$ cat config.mk
export PLATFORM = sky130hd
export DESIGN_NAME = core_top
export DESIGN_NICKNAME = d
export VERILOG_FILES = /design/src/common/core_pkg.sv /design/src/common/pipe_if.sv /design/src/hw/dispatch.sv /design/src/hw/regfile.sv /design/src/hw/lane/alu_lane.sv /design/src/hw/commit.sv /design/src/hw/core_top.sv
export SDC_FILE = /design/constraint.sdc
export NUM_CORES = 2
export LEC_CHECK = 0
export BUFFER_PORTS_ARGS = -buffer_cell sky130_fd_sc_hd__buf_2
export CORE_UTILIZATION = 70
export CTS_CLUSTER_DIAMETER = 60
export CTS_CLUSTER_SIZE = 14
export DETAILED_ROUTE_END_ITERATION = 6
export PLACE_DENSITY = 0.88
export SKIP_LAST_GASP = 1
export SYNTH_ARGS = -nofsm -noshare
export SYNTH_HDL_FRONTEND = slang
export SYNTH_SLANG_ARGS = --single-unit
$ cat constraint.sdc
create_clock -name clk -period 18.2 [get_ports clk]
set_input_delay 0.91 -clock clk [delete_from_list [all_inputs] [get_ports clk]]
set_output_delay 0.91 -clock clk [all_outputs]
set_load 0.01 [all_outputs]
$ cat src/common/core_pkg.sv
package core_pkg;

    localparam int XLEN       = 32;
    localparam int REG_ADDR_W = 5;
    localparam int NUM_REGS   = 32;
    localparam int NUM_LANES  = 2;

    // Major opcodes of the 3R format in bits 31 to 15
    localparam logic [16:0] OP_ADD_W = 17'h00020;
    localparam logic [16:0] OP_SUB_W = 17'h00022;
    localparam logic [16:0] OP_SLT   = 17'h00024;
    localparam logic [16:0] OP_SLTU  = 17'h00025;
    localparam logic [16:0] OP_AND   = 17'h00029;
    localparam logic [16:0] OP_OR    = 17'h0002A;
    localparam logic [16:0] OP_XOR   = 17'h0002B;

    // Opcodes of the 2RI12 format in bits 31 to 22
    localparam logic [9:0] OP_ADDI_W = 10'h00A;
    localparam logic [9:0] OP_ANDI   = 10'h00D;
    localparam logic [9:0] OP_ORI    = 10'h00E;
    localparam logic [9:0] OP_XORI   = 10'h00F;

    typedef struct packed {
        logic [16:0]           opcode17;
        logic [REG_ADDR_W-1:0] rk;
        logic [REG_ADDR_W-1:0] rj;
        logic [REG_ADDR_W-1:0] rd;
    } instr_3r_t;

    typedef struct packed {
        logic [9:0]            opcode10;
        logic [11:0]           imm12;    // Extension depends on the opcode
        logic [REG_ADDR_W-1:0] rj;
        logic [REG_ADDR_W-1:0] rd;
    } instr_2ri12_t;

    // Same 32-bit word seen in either format
    typedef union packed {
        instr_3r_t    r3;
        instr_2ri12_t ri12;
    } instr_u;

    // Supported register-register op
    function automatic logic is_3r_op(instr_u ins);
        return ins.r3.opcode17 inside {OP_ADD_W, OP_SUB_W, OP_SLT, OP_SLTU,
                                       OP_AND, OP_OR, OP_XOR};
    endfunction

    // Supported immediate op
    function automatic logic is_2ri_op(instr_u ins);
        return ins.ri12.opcode10 inside {OP_ADDI_W, OP_ANDI, OP_ORI, OP_XORI};
    endfunction

endpackage

$ cat src/common/pipe_if.sv
`timescale 1ns/1ps

// One instruction with its operands, dispatch to lane
interface lane_issue_if import core_pkg::*; ();

    logic            valid;
    logic [XLEN-1:0] pc;
    instr_u          instr;
    logic [XLEN-1:0] rj_data;
    logic [XLEN-1:0] rk_data;

    modport dispatch (
        output valid, pc, instr, rj_data, rk_data
    );

    modport lane (
        input valid, pc, instr, rj_data, rk_data
    );

endinterface

// One computed result, lane to commit
interface lane_result_if import core_pkg::*; ();

    logic                  valid;
    logic [XLEN-1:0]       pc;
    logic                  we;
    logic [REG_ADDR_W-1:0] waddr;
    logic [XLEN-1:0]       wdata;

    modport lane (
        output valid, pc, we, waddr, wdata
    );

    modport commit (
        input valid, pc, we, waddr, wdata
    );

endinterface

$ cat src/hw/dispatch.sv
`timescale 1ns/1ps

module dispatch import core_pkg::*; (
    input  logic                                   clk,
    input  logic                                   reset_i,

    input  logic                                   issue_valid_i,
    input  logic [XLEN-1:0]                        issue_pc_i,
    input  instr_u                                 issue_instr0_i,
    input  instr_u                                 issue_instr1_i,
    output logic                                   issue_ready_o,

    output logic [2*NUM_LANES-1:0][REG_ADDR_W-1:0] rd_addr_o,
    input  logic [2*NUM_LANES-1:0][XLEN-1:0]       rd_data_i,

    lane_issue_if.dispatch                         lane0_o,
    lane_issue_if.dispatch                         lane1_o
);

    logic            valid_q;   // Pair present in dispatch register
    logic            held_q;    // Slot 0 already sent, slot 1 waiting
    logic [XLEN-1:0] pc_q;
    instr_u          instr0_q;
    instr_u          instr1_q;

    logic            slot0_writes;
    logic            rj_hit;
    logic            rk_hit;
    logic            split;

    // Intra-pair RAW check on the stored pair
    assign slot0_writes = (is_3r_op(instr0_q) || is_2ri_op(instr0_q)) && instr0_q.r3.rd != '0;
    assign rj_hit = (is_3r_op(instr1_q) || is_2ri_op(instr1_q))
                    && instr1_q.r3.rj == instr0_q.r3.rd;
    assign rk_hit = is_3r_op(instr1_q) && instr1_q.r3.rk == instr0_q.r3.rd;  // 3R only reads rk

    assign split         = valid_q && !held_q && slot0_writes && (rj_hit || rk_hit);
    assign issue_ready_o = !split;  // Stall one cycle to send slot 1 alone

    always_ff @(posedge clk) begin
        if (reset_i) begin
            valid_q <= 1'b0;
            held_q  <= 1'b0;
        end else if (split) begin
            held_q <= 1'b1;  // Keep slot 1 for the next cycle
        end else begin
            valid_q <= issue_valid_i;
            held_q  <= 1'b0;
        end
    end

    always_ff @(posedge clk) begin
        if (issue_valid_i && issue_ready_o) begin
            pc_q     <= issue_pc_i;
            instr0_q <= issue_instr0_i;
            instr1_q <= issue_instr1_i;
        end
    end

    // Two read ports per slot, rj then rk
    assign rd_addr_o[0] = instr0_q.r3.rj;
    assign rd_addr_o[1] = instr0_q.r3.rk;
    assign rd_addr_o[2] = instr1_q.r3.rj;
    assign rd_addr_o[3] = instr1_q.r3.rk;

    assign lane0_o.valid   = valid_q && !held_q;
    assign lane0_o.pc      = pc_q;
    assign lane0_o.instr   = instr0_q;
    assign lane0_o.rj_data = rd_data_i[0];
    assign lane0_o.rk_data = rd_data_i[1];

    assign lane1_o.valid   = valid_q && !split;
    assign lane1_o.pc      = pc_q + XLEN'(4);  // Slot 1 is the next word
    assign lane1_o.instr   = instr1_q;
    assign lane1_o.rj_data = rd_data_i[2];
    assign lane1_o.rk_data = rd_data_i[3];

endmodule

$ cat src/hw/regfile.sv
`timescale 1ns/1ps

module regfile import core_pkg::*; (
    input  logic                                   clk,
    input  logic                                   reset_i,

    input  logic [2*NUM_LANES-1:0][REG_ADDR_W-1:0] rd_addr_i,
    output logic [2*NUM_LANES-1:0][XLEN-1:0]       rd_data_o,

    input  logic [NUM_LANES-1:0]                   we_i,
    input  logic [NUM_LANES-1:0][REG_ADDR_W-1:0]   waddr_i,
    input  logic [NUM_LANES-1:0][XLEN-1:0]         wdata_i
);

    logic [XLEN-1:0] regs [NUM_REGS];

    always_ff @(posedge clk) begin
        if (reset_i) begin
            for (int r = 0; r < NUM_REGS; r++) begin
                regs[r] <= '0;
            end
        end else begin
            // Slot 1 is written last so it wins on a clash
            for (int p = 0; p < NUM_LANES; p++) begin
                if (we_i[p] && waddr_i[p] != '0) begin
                    regs[waddr_i[p]] <= wdata_i[p];
                end
            end
        end
    end

    // Read with bypass of the writes pending this cycle
    always_comb begin
        for (int i = 0; i < 2*NUM_LANES; i++) begin
            rd_data_o[i] = regs[rd_addr_i[i]];
            for (int p = 0; p < NUM_LANES; p++) begin
                if (we_i[p] && waddr_i[p] == rd_addr_i[i]) begin
                    rd_data_o[i] = wdata_i[p];  // Later slot overrides
                end
            end
            if (rd_addr_i[i] == '0) begin
                rd_data_o[i] = '0;  // r0 is hardwired
            end
        end
    end

endmodule

$ cat src/hw/lane/alu_lane.sv
`timescale 1ns/1ps

module alu_lane import core_pkg::*; (
    lane_issue_if.lane  issue_i,
    lane_result_if.lane result_o
);

    instr_u          ins;
    logic [XLEN-1:0] src_a;
    logic [XLEN-1:0] src_b;
    logic [XLEN-1:0] imm_sext;
    logic [XLEN-1:0] imm_zext;
    logic [XLEN-1:0] result;
    logic            is_3r;
    logic            is_2ri;

    assign ins   = issue_i.instr;
    assign src_a = issue_i.rj_data;
    assign src_b = issue_i.rk_data;

    assign imm_sext = {{(XLEN-12){ins.ri12.imm12[11]}}, ins.ri12.imm12};  // ADDI.W
    assign imm_zext = {{(XLEN-12){1'b0}}, ins.ri12.imm12};                 // Logic immediates

    assign is_3r  = is_3r_op(ins);
    assign is_2ri = is_2ri_op(ins);

    always_comb begin
        result = '0;
        if (is_3r) begin
            case (ins.r3.opcode17)
                OP_ADD_W: result = src_a + src_b;
                OP_SUB_W: result = src_a - src_b;
                OP_SLT:   result = {{(XLEN-1){1'b0}}, ($signed(src_a) < $signed(src_b))};
                OP_SLTU:  result = {{(XLEN-1){1'b0}}, (src_a < src_b)};
                OP_AND:   result = src_a & src_b;
                OP_OR:    result = src_a | src_b;
                OP_XOR:   result = src_a ^ src_b;
                default:  result = '0;
            endcase
        end else if (is_2ri) begin
            case (ins.ri12.opcode10)
                OP_ADDI_W: result = src_a + imm_sext;
                OP_ANDI:   result = src_a & imm_zext;
                OP_ORI:    result = src_a | imm_zext;
                OP_XORI:   result = src_a ^ imm_zext;
                default:   result = '0;
            endcase
        end
    end

    // Unknown encodings still commit but never write
    assign result_o.valid = issue_i.valid;
    assign result_o.pc    = issue_i.pc;
    assign result_o.we    = issue_i.valid && (is_3r || is_2ri) && ins.r3.rd != '0;
    assign result_o.waddr = ins.r3.rd;
    assign result_o.wdata = result;

endmodule

$ cat src/hw/commit.sv
`timescale 1ns/1ps

module commit import core_pkg::*; (
    input  logic                                 clk,
    input  logic                                 reset_i,

    lane_result_if.commit                        lane0_i,
    lane_result_if.commit                        lane1_i,

    output logic [NUM_LANES-1:0]                 rf_we_o,
    output logic [NUM_LANES-1:0][REG_ADDR_W-1:0] rf_waddr_o,
    output logic [NUM_LANES-1:0][XLEN-1:0]       rf_wdata_o,

    output logic                                 debug0_wb_valid_o,
    output logic [XLEN-1:0]                      debug0_wb_pc_o,
    output logic                                 debug0_wb_rf_wen_o,
    output logic [REG_ADDR_W-1:0]                debug0_wb_rf_wnum_o,
    output logic [XLEN-1:0]                      debug0_wb_rf_wdata_o,
    output logic                                 debug1_wb_valid_o,
    output logic [XLEN-1:0]                      debug1_wb_pc_o,
    output logic                                 debug1_wb_rf_wen_o,
    output logic [REG_ADDR_W-1:0]                debug1_wb_rf_wnum_o,
    output logic [XLEN-1:0]                      debug1_wb_rf_wdata_o
);

    logic [NUM_LANES-1:0]                 valid_q;
    logic [NUM_LANES-1:0]                 we_q;
    logic [NUM_LANES-1:0][XLEN-1:0]       pc_q;
    logic [NUM_LANES-1:0][REG_ADDR_W-1:0] waddr_q;
    logic [NUM_LANES-1:0][XLEN-1:0]       wdata_q;
    logic                                 same_dst;

    always_ff @(posedge clk) begin
        if (reset_i) begin
            valid_q <= '0;
            we_q    <= '0;
        end else begin
            valid_q <= {lane1_i.valid, lane0_i.valid};
            we_q    <= {lane1_i.we, lane0_i.we};
        end
    end

    always_ff @(posedge clk) begin
        pc_q    <= {lane1_i.pc, lane0_i.pc};
        waddr_q <= {lane1_i.waddr, lane0_i.waddr};
        wdata_q <= {lane1_i.wdata, lane0_i.wdata};
    end

    // Slot 1 overwrites the same register, so slot 0 is dropped
    assign same_dst = we_q[1] && waddr_q[1] == waddr_q[0];

    assign rf_we_o    = {we_q[1], we_q[0] && !same_dst};
    assign rf_waddr_o = waddr_q;
    assign rf_wdata_o = wdata_q;

    // Debug ports report both writes as executed
    assign debug0_wb_valid_o    = valid_q[0];
    assign debug0_wb_pc_o       = pc_q[0];
    assign debug0_wb_rf_wen_o   = we_q[0];
    assign debug0_wb_rf_wnum_o  = waddr_q[0];
    assign debug0_wb_rf_wdata_o = wdata_q[0];

    assign debug1_wb_valid_o    = valid_q[1];
    assign debug1_wb_pc_o       = pc_q[1];
    assign debug1_wb_rf_wen_o   = we_q[1];
    assign debug1_wb_rf_wnum_o  = waddr_q[1];
    assign debug1_wb_rf_wdata_o = wdata_q[1];

endmodule

$ cat src/hw/core_top.sv
`timescale 1ns/1ps

module core_top import core_pkg::*; (
    input  logic                  clk,
    input  logic                  reset_i,

    // Instruction pair from the buffer
    input  logic                  issue_valid_i,
    input  logic [XLEN-1:0]       issue_pc_i,
    input  logic [XLEN-1:0]       issue_instr0_i,
    input  logic [XLEN-1:0]       issue_instr1_i,
    output logic                  issue_ready_o,

    // Commit ports
    output logic                  debug0_wb_valid_o,
    output logic [XLEN-1:0]       debug0_wb_pc_o,
    output logic                  debug0_wb_rf_wen_o,
    output logic [REG_ADDR_W-1:0] debug0_wb_rf_wnum_o,
    output logic [XLEN-1:0]       debug0_wb_rf_wdata_o,
    output logic                  debug1_wb_valid_o,
    output logic [XLEN-1:0]       debug1_wb_pc_o,
    output logic                  debug1_wb_rf_wen_o,
    output logic [REG_ADDR_W-1:0] debug1_wb_rf_wnum_o,
    output logic [XLEN-1:0]       debug1_wb_rf_wdata_o
);

    logic [2*NUM_LANES-1:0][REG_ADDR_W-1:0] rd_addr;
    logic [2*NUM_LANES-1:0][XLEN-1:0]       rd_data;
    logic [NUM_LANES-1:0]                   rf_we;
    logic [NUM_LANES-1:0][REG_ADDR_W-1:0]   rf_waddr;
    logic [NUM_LANES-1:0][XLEN-1:0]         rf_wdata;

    lane_issue_if  issue0 ();
    lane_issue_if  issue1 ();
    lane_result_if result0 ();
    lane_result_if result1 ();

    dispatch u_dispatch (
        .clk           (clk),
        .reset_i       (reset_i),
        .issue_valid_i (issue_valid_i),
        .issue_pc_i    (issue_pc_i),
        .issue_instr0_i(issue_instr0_i),
        .issue_instr1_i(issue_instr1_i),
        .issue_ready_o (issue_ready_o),
        .rd_addr_o     (rd_addr),
        .rd_data_i     (rd_data),
        .lane0_o       (issue0.dispatch),
        .lane1_o       (issue1.dispatch)
    );

    regfile u_regfile (
        .clk      (clk),
        .reset_i  (reset_i),
        .rd_addr_i(rd_addr),
        .rd_data_o(rd_data),
        .we_i     (rf_we),     // From commit, also bypassed to reads
        .waddr_i  (rf_waddr),
        .wdata_i  (rf_wdata)
    );

    alu_lane u_lane0 (
        .issue_i (issue0.lane),
        .result_o(result0.lane)
    );

    alu_lane u_lane1 (
        .issue_i (issue1.lane),
        .result_o(result1.lane)
    );

    commit u_commit (
        .clk                 (clk),
        .reset_i             (reset_i),
        .lane0_i             (result0.commit),
        .lane1_i             (result1.commit),
        .rf_we_o             (rf_we),
        .rf_waddr_o          (rf_waddr),
        .rf_wdata_o          (rf_wdata),
        .debug0_wb_valid_o   (debug0_wb_valid_o),
        .debug0_wb_pc_o      (debug0_wb_pc_o),
        .debug0_wb_rf_wen_o  (debug0_wb_rf_wen_o),
        .debug0_wb_rf_wnum_o (debug0_wb_rf_wnum_o),
        .debug0_wb_rf_wdata_o(debug0_wb_rf_wdata_o),
        .debug1_wb_valid_o   (debug1_wb_valid_o),
        .debug1_wb_pc_o      (debug1_wb_pc_o),
        .debug1_wb_rf_wen_o  (debug1_wb_rf_wen_o),
        .debug1_wb_rf_wnum_o (debug1_wb_rf_wnum_o),
        .debug1_wb_rf_wdata_o(debug1_wb_rf_wdata_o)
    );

endmodule

==> results of run 1 <==
-- through the flow --
| step | hold WS, ns | util |
|---|---|---|
| 2_1_floorplan | 0.323 | - |
| 3_3_place_gp | 0.335 | 0.725 |
| 3_5_place_dp | 0.328 | 0.725 |
| 4_1_cts | 0.252 | 0.753 |
-- cells by family after synthesis --
logic type,synth area share
AOI/OAI and AO/OA,0.182
muxes,0.284
and+or+nand+nor,0.0674
DFF,0.367
buffers and inverters,0.0514
adders and majority gates,0.0317
xor gates and xnor gates,0.0172
other,0.0000373
-- metal layers --
metal  GRT usage  overflow
met1       0.805         1
met2       0.919         9
met3       0.748         0
met4       0.754         5
met5       0.606         0
==> flow_metrics.tcl, run 1 <==
set metrics [dict create \
    start_util 0.708 \
    cts_max_level 4 \
    grt_start_max_net_pins 125 \
    firstError "[ERROR GRT-0116] Global routing finished with congestion. Check the congestion regions in the DRC Viewer." \
    synth_edf_count 1120 \
    preCtsSetupSlack_ns 9.42 \
    yosys.cell_count.top_type "edfxtp_1" \
    cts_setup_buffers 0 \
    async_flop_share 0 \
    synth_area_per_cell_um2 12.2 \
    die_x_um 381 \
    cts_hold_buf 0 \
    synthCells 8255 \
    status "aborted with a tool error" \
    yosys_register_bits 1282 \
    core.rowCount 138 \
    cts_inserted_buffers 132 \
    yosys_warnings 0 \
    die_h_um 381 \
    cts_resized 0 \
    post-place-cells 9696 \
    ys_types 126 \
    clock_path_buffers 3 \
    port-buffer-count 241 \
    yosysSeqAreaShare 0.367 \
    root_buffer "clkbuf_16" \
    grt-ovfl-total 15 \
    grt.total_usage 0.813 \
    place_congestion 1.07 \
    synth_area_um2 101000 \
    yosysTopAreaCell "edfxtp_1" \
    grt_pass1_wl_mm 824 \
    clock-sinks 1282 \
    grt_pass1_vias 103231 \
    synth_area_leaders "edfxtp_1 33%, mux4_2 23%, a22o_1 8.8%" \
    ys_top_cells_by_count "1120 x edfxtp_1, 1032 x mux4_2, 1013 x a22o_1" \
    dp_hpwl_mm 306 \
    ys.flop_type "edfxtp_1" \
    synth_top_area_frac 0.334 \
    dpl_cell_area_um2 103000 \
    haltStage "global routing" \
    io_pins 242 \
]
==> run 2: changes to the inputs <==
--- a/config.mk
+++ b/config.mk
@@ -6,11 +6,9 @@
 export NUM_CORES = 2
 export LEC_CHECK = 0
 export BUFFER_PORTS_ARGS = -buffer_cell sky130_fd_sc_hd__buf_2
-export CORE_UTILIZATION = 70
-export CTS_CLUSTER_DIAMETER = 60
-export CTS_CLUSTER_SIZE = 14
+export CORE_UTILIZATION = 40
 export DETAILED_ROUTE_END_ITERATION = 6
-export PLACE_DENSITY = 0.88
+export PLACE_DENSITY_LB_ADDON = 0.15
 export SKIP_LAST_GASP = 1
 export SYNTH_ARGS = -nofsm -noshare
 export SYNTH_HDL_FRONTEND = slang
==> flow_metrics.tcl, run 2 <==
set metrics [dict create \
    status "finished, violations left" \
    failed_checks "capacitance limit, slew limit" \
    grt-ovfl-total 0 \
    start_kind "flip-flop" \
    synth_area_leaders "edfxtp_1 33%, mux4_2 23%, a22o_1 8.8%" \
    crit_arrival_ns 9.91 \
    preCtsSetupSlack_ns 9.14 \
    ant_nets 0 \
    rsz0062_at_grt "no" \
    synth_area_per_cell_um2 12.2 \
    clock_path_buffers 3 \
    final_common_cell "edfxtp_1" \
    place_congestion 1.02 \
    worstPathMaxFanout 46 \
    core_um2 249000 \
    post_route_cells_drive_above_1_share 0.263 \
    wl_per_cell_um 45.5 \
    die_x_um 503 \
    dp_hpwl_mm 340 \
    period_share 0.506 \
    ys_types 126 \
    setup_viol 0 \
    core.rowCount 183 \
    routed_wl_mm 524 \
    top_register "u_regfile.regs" \
    yosys_warnings 0 \
    cts_hold_buf 0 \
    power_w 0.00987 \
    tightest_slew_ns 1.55 \
    ff2ff_setup_slack_ns 8.99 \
    cts_setup_buffers 0 \
    yosysTopAreaCell "edfxtp_1" \
    io_pins 242 \
    antenna_found_initial 34 \
    max-vdd-ir-drop_mv 0.0719 \
    ys.flop_type "edfxtp_1" \
    synthCells 8255 \
    clk_latency_ns 0.87 \
    power_density_nw_per_um2 89.6 \
    cp-end-kind "flip-flop" \
    maxCapViolations 3 \
    firstDrtPassIters 7 \
    finalCriticalPeriod_ns 9.21 \
    cts_tree "done" \
    die-area_um2 253000 \
    min_from "issue_pc_i[6]" \
    vias_per_cell 7.61 \
    fin_cells 11508 \
    clkTransAtPathRegs_ns 0.07 \
    cts_resized 0 \
    max-slew-margin-rel -0.0419 \
    grt.total_usage 0.405 \
    vias 87586 \
    leakage_nw 40.2 \
    ys_top_cells_by_count "1120 x edfxtp_1, 1032 x mux4_2, 1013 x a22o_1" \
    r2r-end "u_commit.debug0_wb_rf_wdata_o[26]" \
    yosysSeqAreaShare 0.367 \
    largest_reg_flops 1024 \
    grt_start_max_net_pins 125 \
    grt_pass1_wl_mm 704 \
    skew_ns 0.0359 \
    holdPathEnd "u_dispatch.lane0_o.pc[6]" \
    final_max_slew_viol_count 3 \
    nets 8375 \
    crit_type "reg2reg" \
    drc 0 \
    max_freq_mhz 109 \
    yosys.cell_count.top_type "edfxtp_1" \
    setup_slack_ns 8.99 \
    root_buffer "clkbuf_16" \
    async_flop_share 0 \
    synth_edf_count 1120 \
    clock-sinks 1282 \
    yosys_register_bits 1282 \
    rr_worst_depth 19 \
    start_util 0.403 \
    finalSetupTns_ns 0 \
    grt_pass1_vias 83272 \
    final_cell_mix "1120 x edfxtp_1, 1032 x mux4_2, 1013 x a22o_1" \
    synth_top_area_frac 0.334 \
    syn_to_final_growth_pct 9.62 \
    cts_max_level 4 \
    hold_path_class "in2reg" \
    worstPathRequired_ns 18.90 \
    post-place-cells 11197 \
    cts_inserted_buffers 156 \
    drt-initial-drc-count 14872 \
    die_h_um 503 \
    finalHoldViolCount 0 \
    synth_area_um2 101000 \
    timing.hold.ws_ns 0.210 \
    port-buffer-count 241 \
    worstHoldPathCells 1 \
]
run 2: worst max path at each step:
stage                                         to      start  cells past startpoint
5_1_grt        u_commit.debug0_wb_rf_wdata_o[26]  flip-flop                     19
6_report       u_commit.debug0_wb_rf_wdata_o[26]  flip-flop                     19
4_1_cts        u_commit.debug0_wb_rf_wdata_o[26]  flip-flop                     19
3_3_place_gp   u_commit.debug0_wb_rf_wdata_o[25]  flip-flop                     23
2_1_floorplan  u_commit.debug1_wb_rf_wdata_o[25]  flip-flop                     29
3_5_place_dp   u_commit.debug0_wb_rf_wdata_o[26]  flip-flop                     19
run 2: stage by stage:
stage / util / area (um^2)
2_1_floorplan: - / 101000
3_3_place_gp: 0.422 / 105000
3_5_place_dp: 0.422 / 105000
4_1_cts: 0.442 / 110000
5_1_grt: 0.442 / 110000
6_report: 0.442 / 110000
run 2: critical path, stage by stage, from the launching register on:
cell and delay [ns]:
dfxtp_4 0.77, buf_4 0.79, buf_4 0.77, buf_4 0.89
mux4_2 0.61, mux4_2 0.53, mux2i_1 0.85, a211oi_1 0.17
o21ai_0 0.40, inv_1 0.17, ha_1 0.49, or4_1 0.58
a311oi_1 0.29, nor2_2 0.16, or4_1 0.52, nand2_1 0.17
a21boi_1 0.18, xor2_1 0.19, a221oi_1 0.27, o211ai_1 0.13
run 2: where the power goes:
group	switching (W)	internal, W	total (W)	leakage (nW)
combinational	0.00201	0.00119	0.00320	25.0
clock	0.00143	0.00175	0.00318	2.42
sequential	0.000182	0.00331	0.00349	12.8
run 2: area by class of cell:
| class | instances | area (um^2) |
|---|---|---|
| timing repair buffer | 580 | 3830 |
| fill | 22515 | 139000 |
| clock buffer | 188 | 4060 |
| clock inverter | 96 | 935 |
| tap | 3330 | 4170 |
| sequential | 1282 | 37000 |
| inverter | 251 | 955 |
| multi-input combinational | 5754 | 59300 |
| antenna | 27 | 67.6 |
run 2: logic make-up after synthesis:
group,count (synthesis),synth area share
flops,1282,0.367
fa+ha+maj,251,0.0317
compound gates,2372,0.182
buf+inv,1250,0.0514
other cells,1,0.0000373
simple gates,1378,0.0674
mux,1524,0.284
xor+xnor,197,0.0172
run 2: layer usage:
layer	up-vias	global-route usage	routed length (um)
li1	33235	-	-
met3	2120	0.177	80300
met4	26	0.276	42400
met5	-	0.0137	303
met2	8040	0.595	223000
met1	44165	0.475	178000
Note: power is estimated with default switching activity, not from simulation.
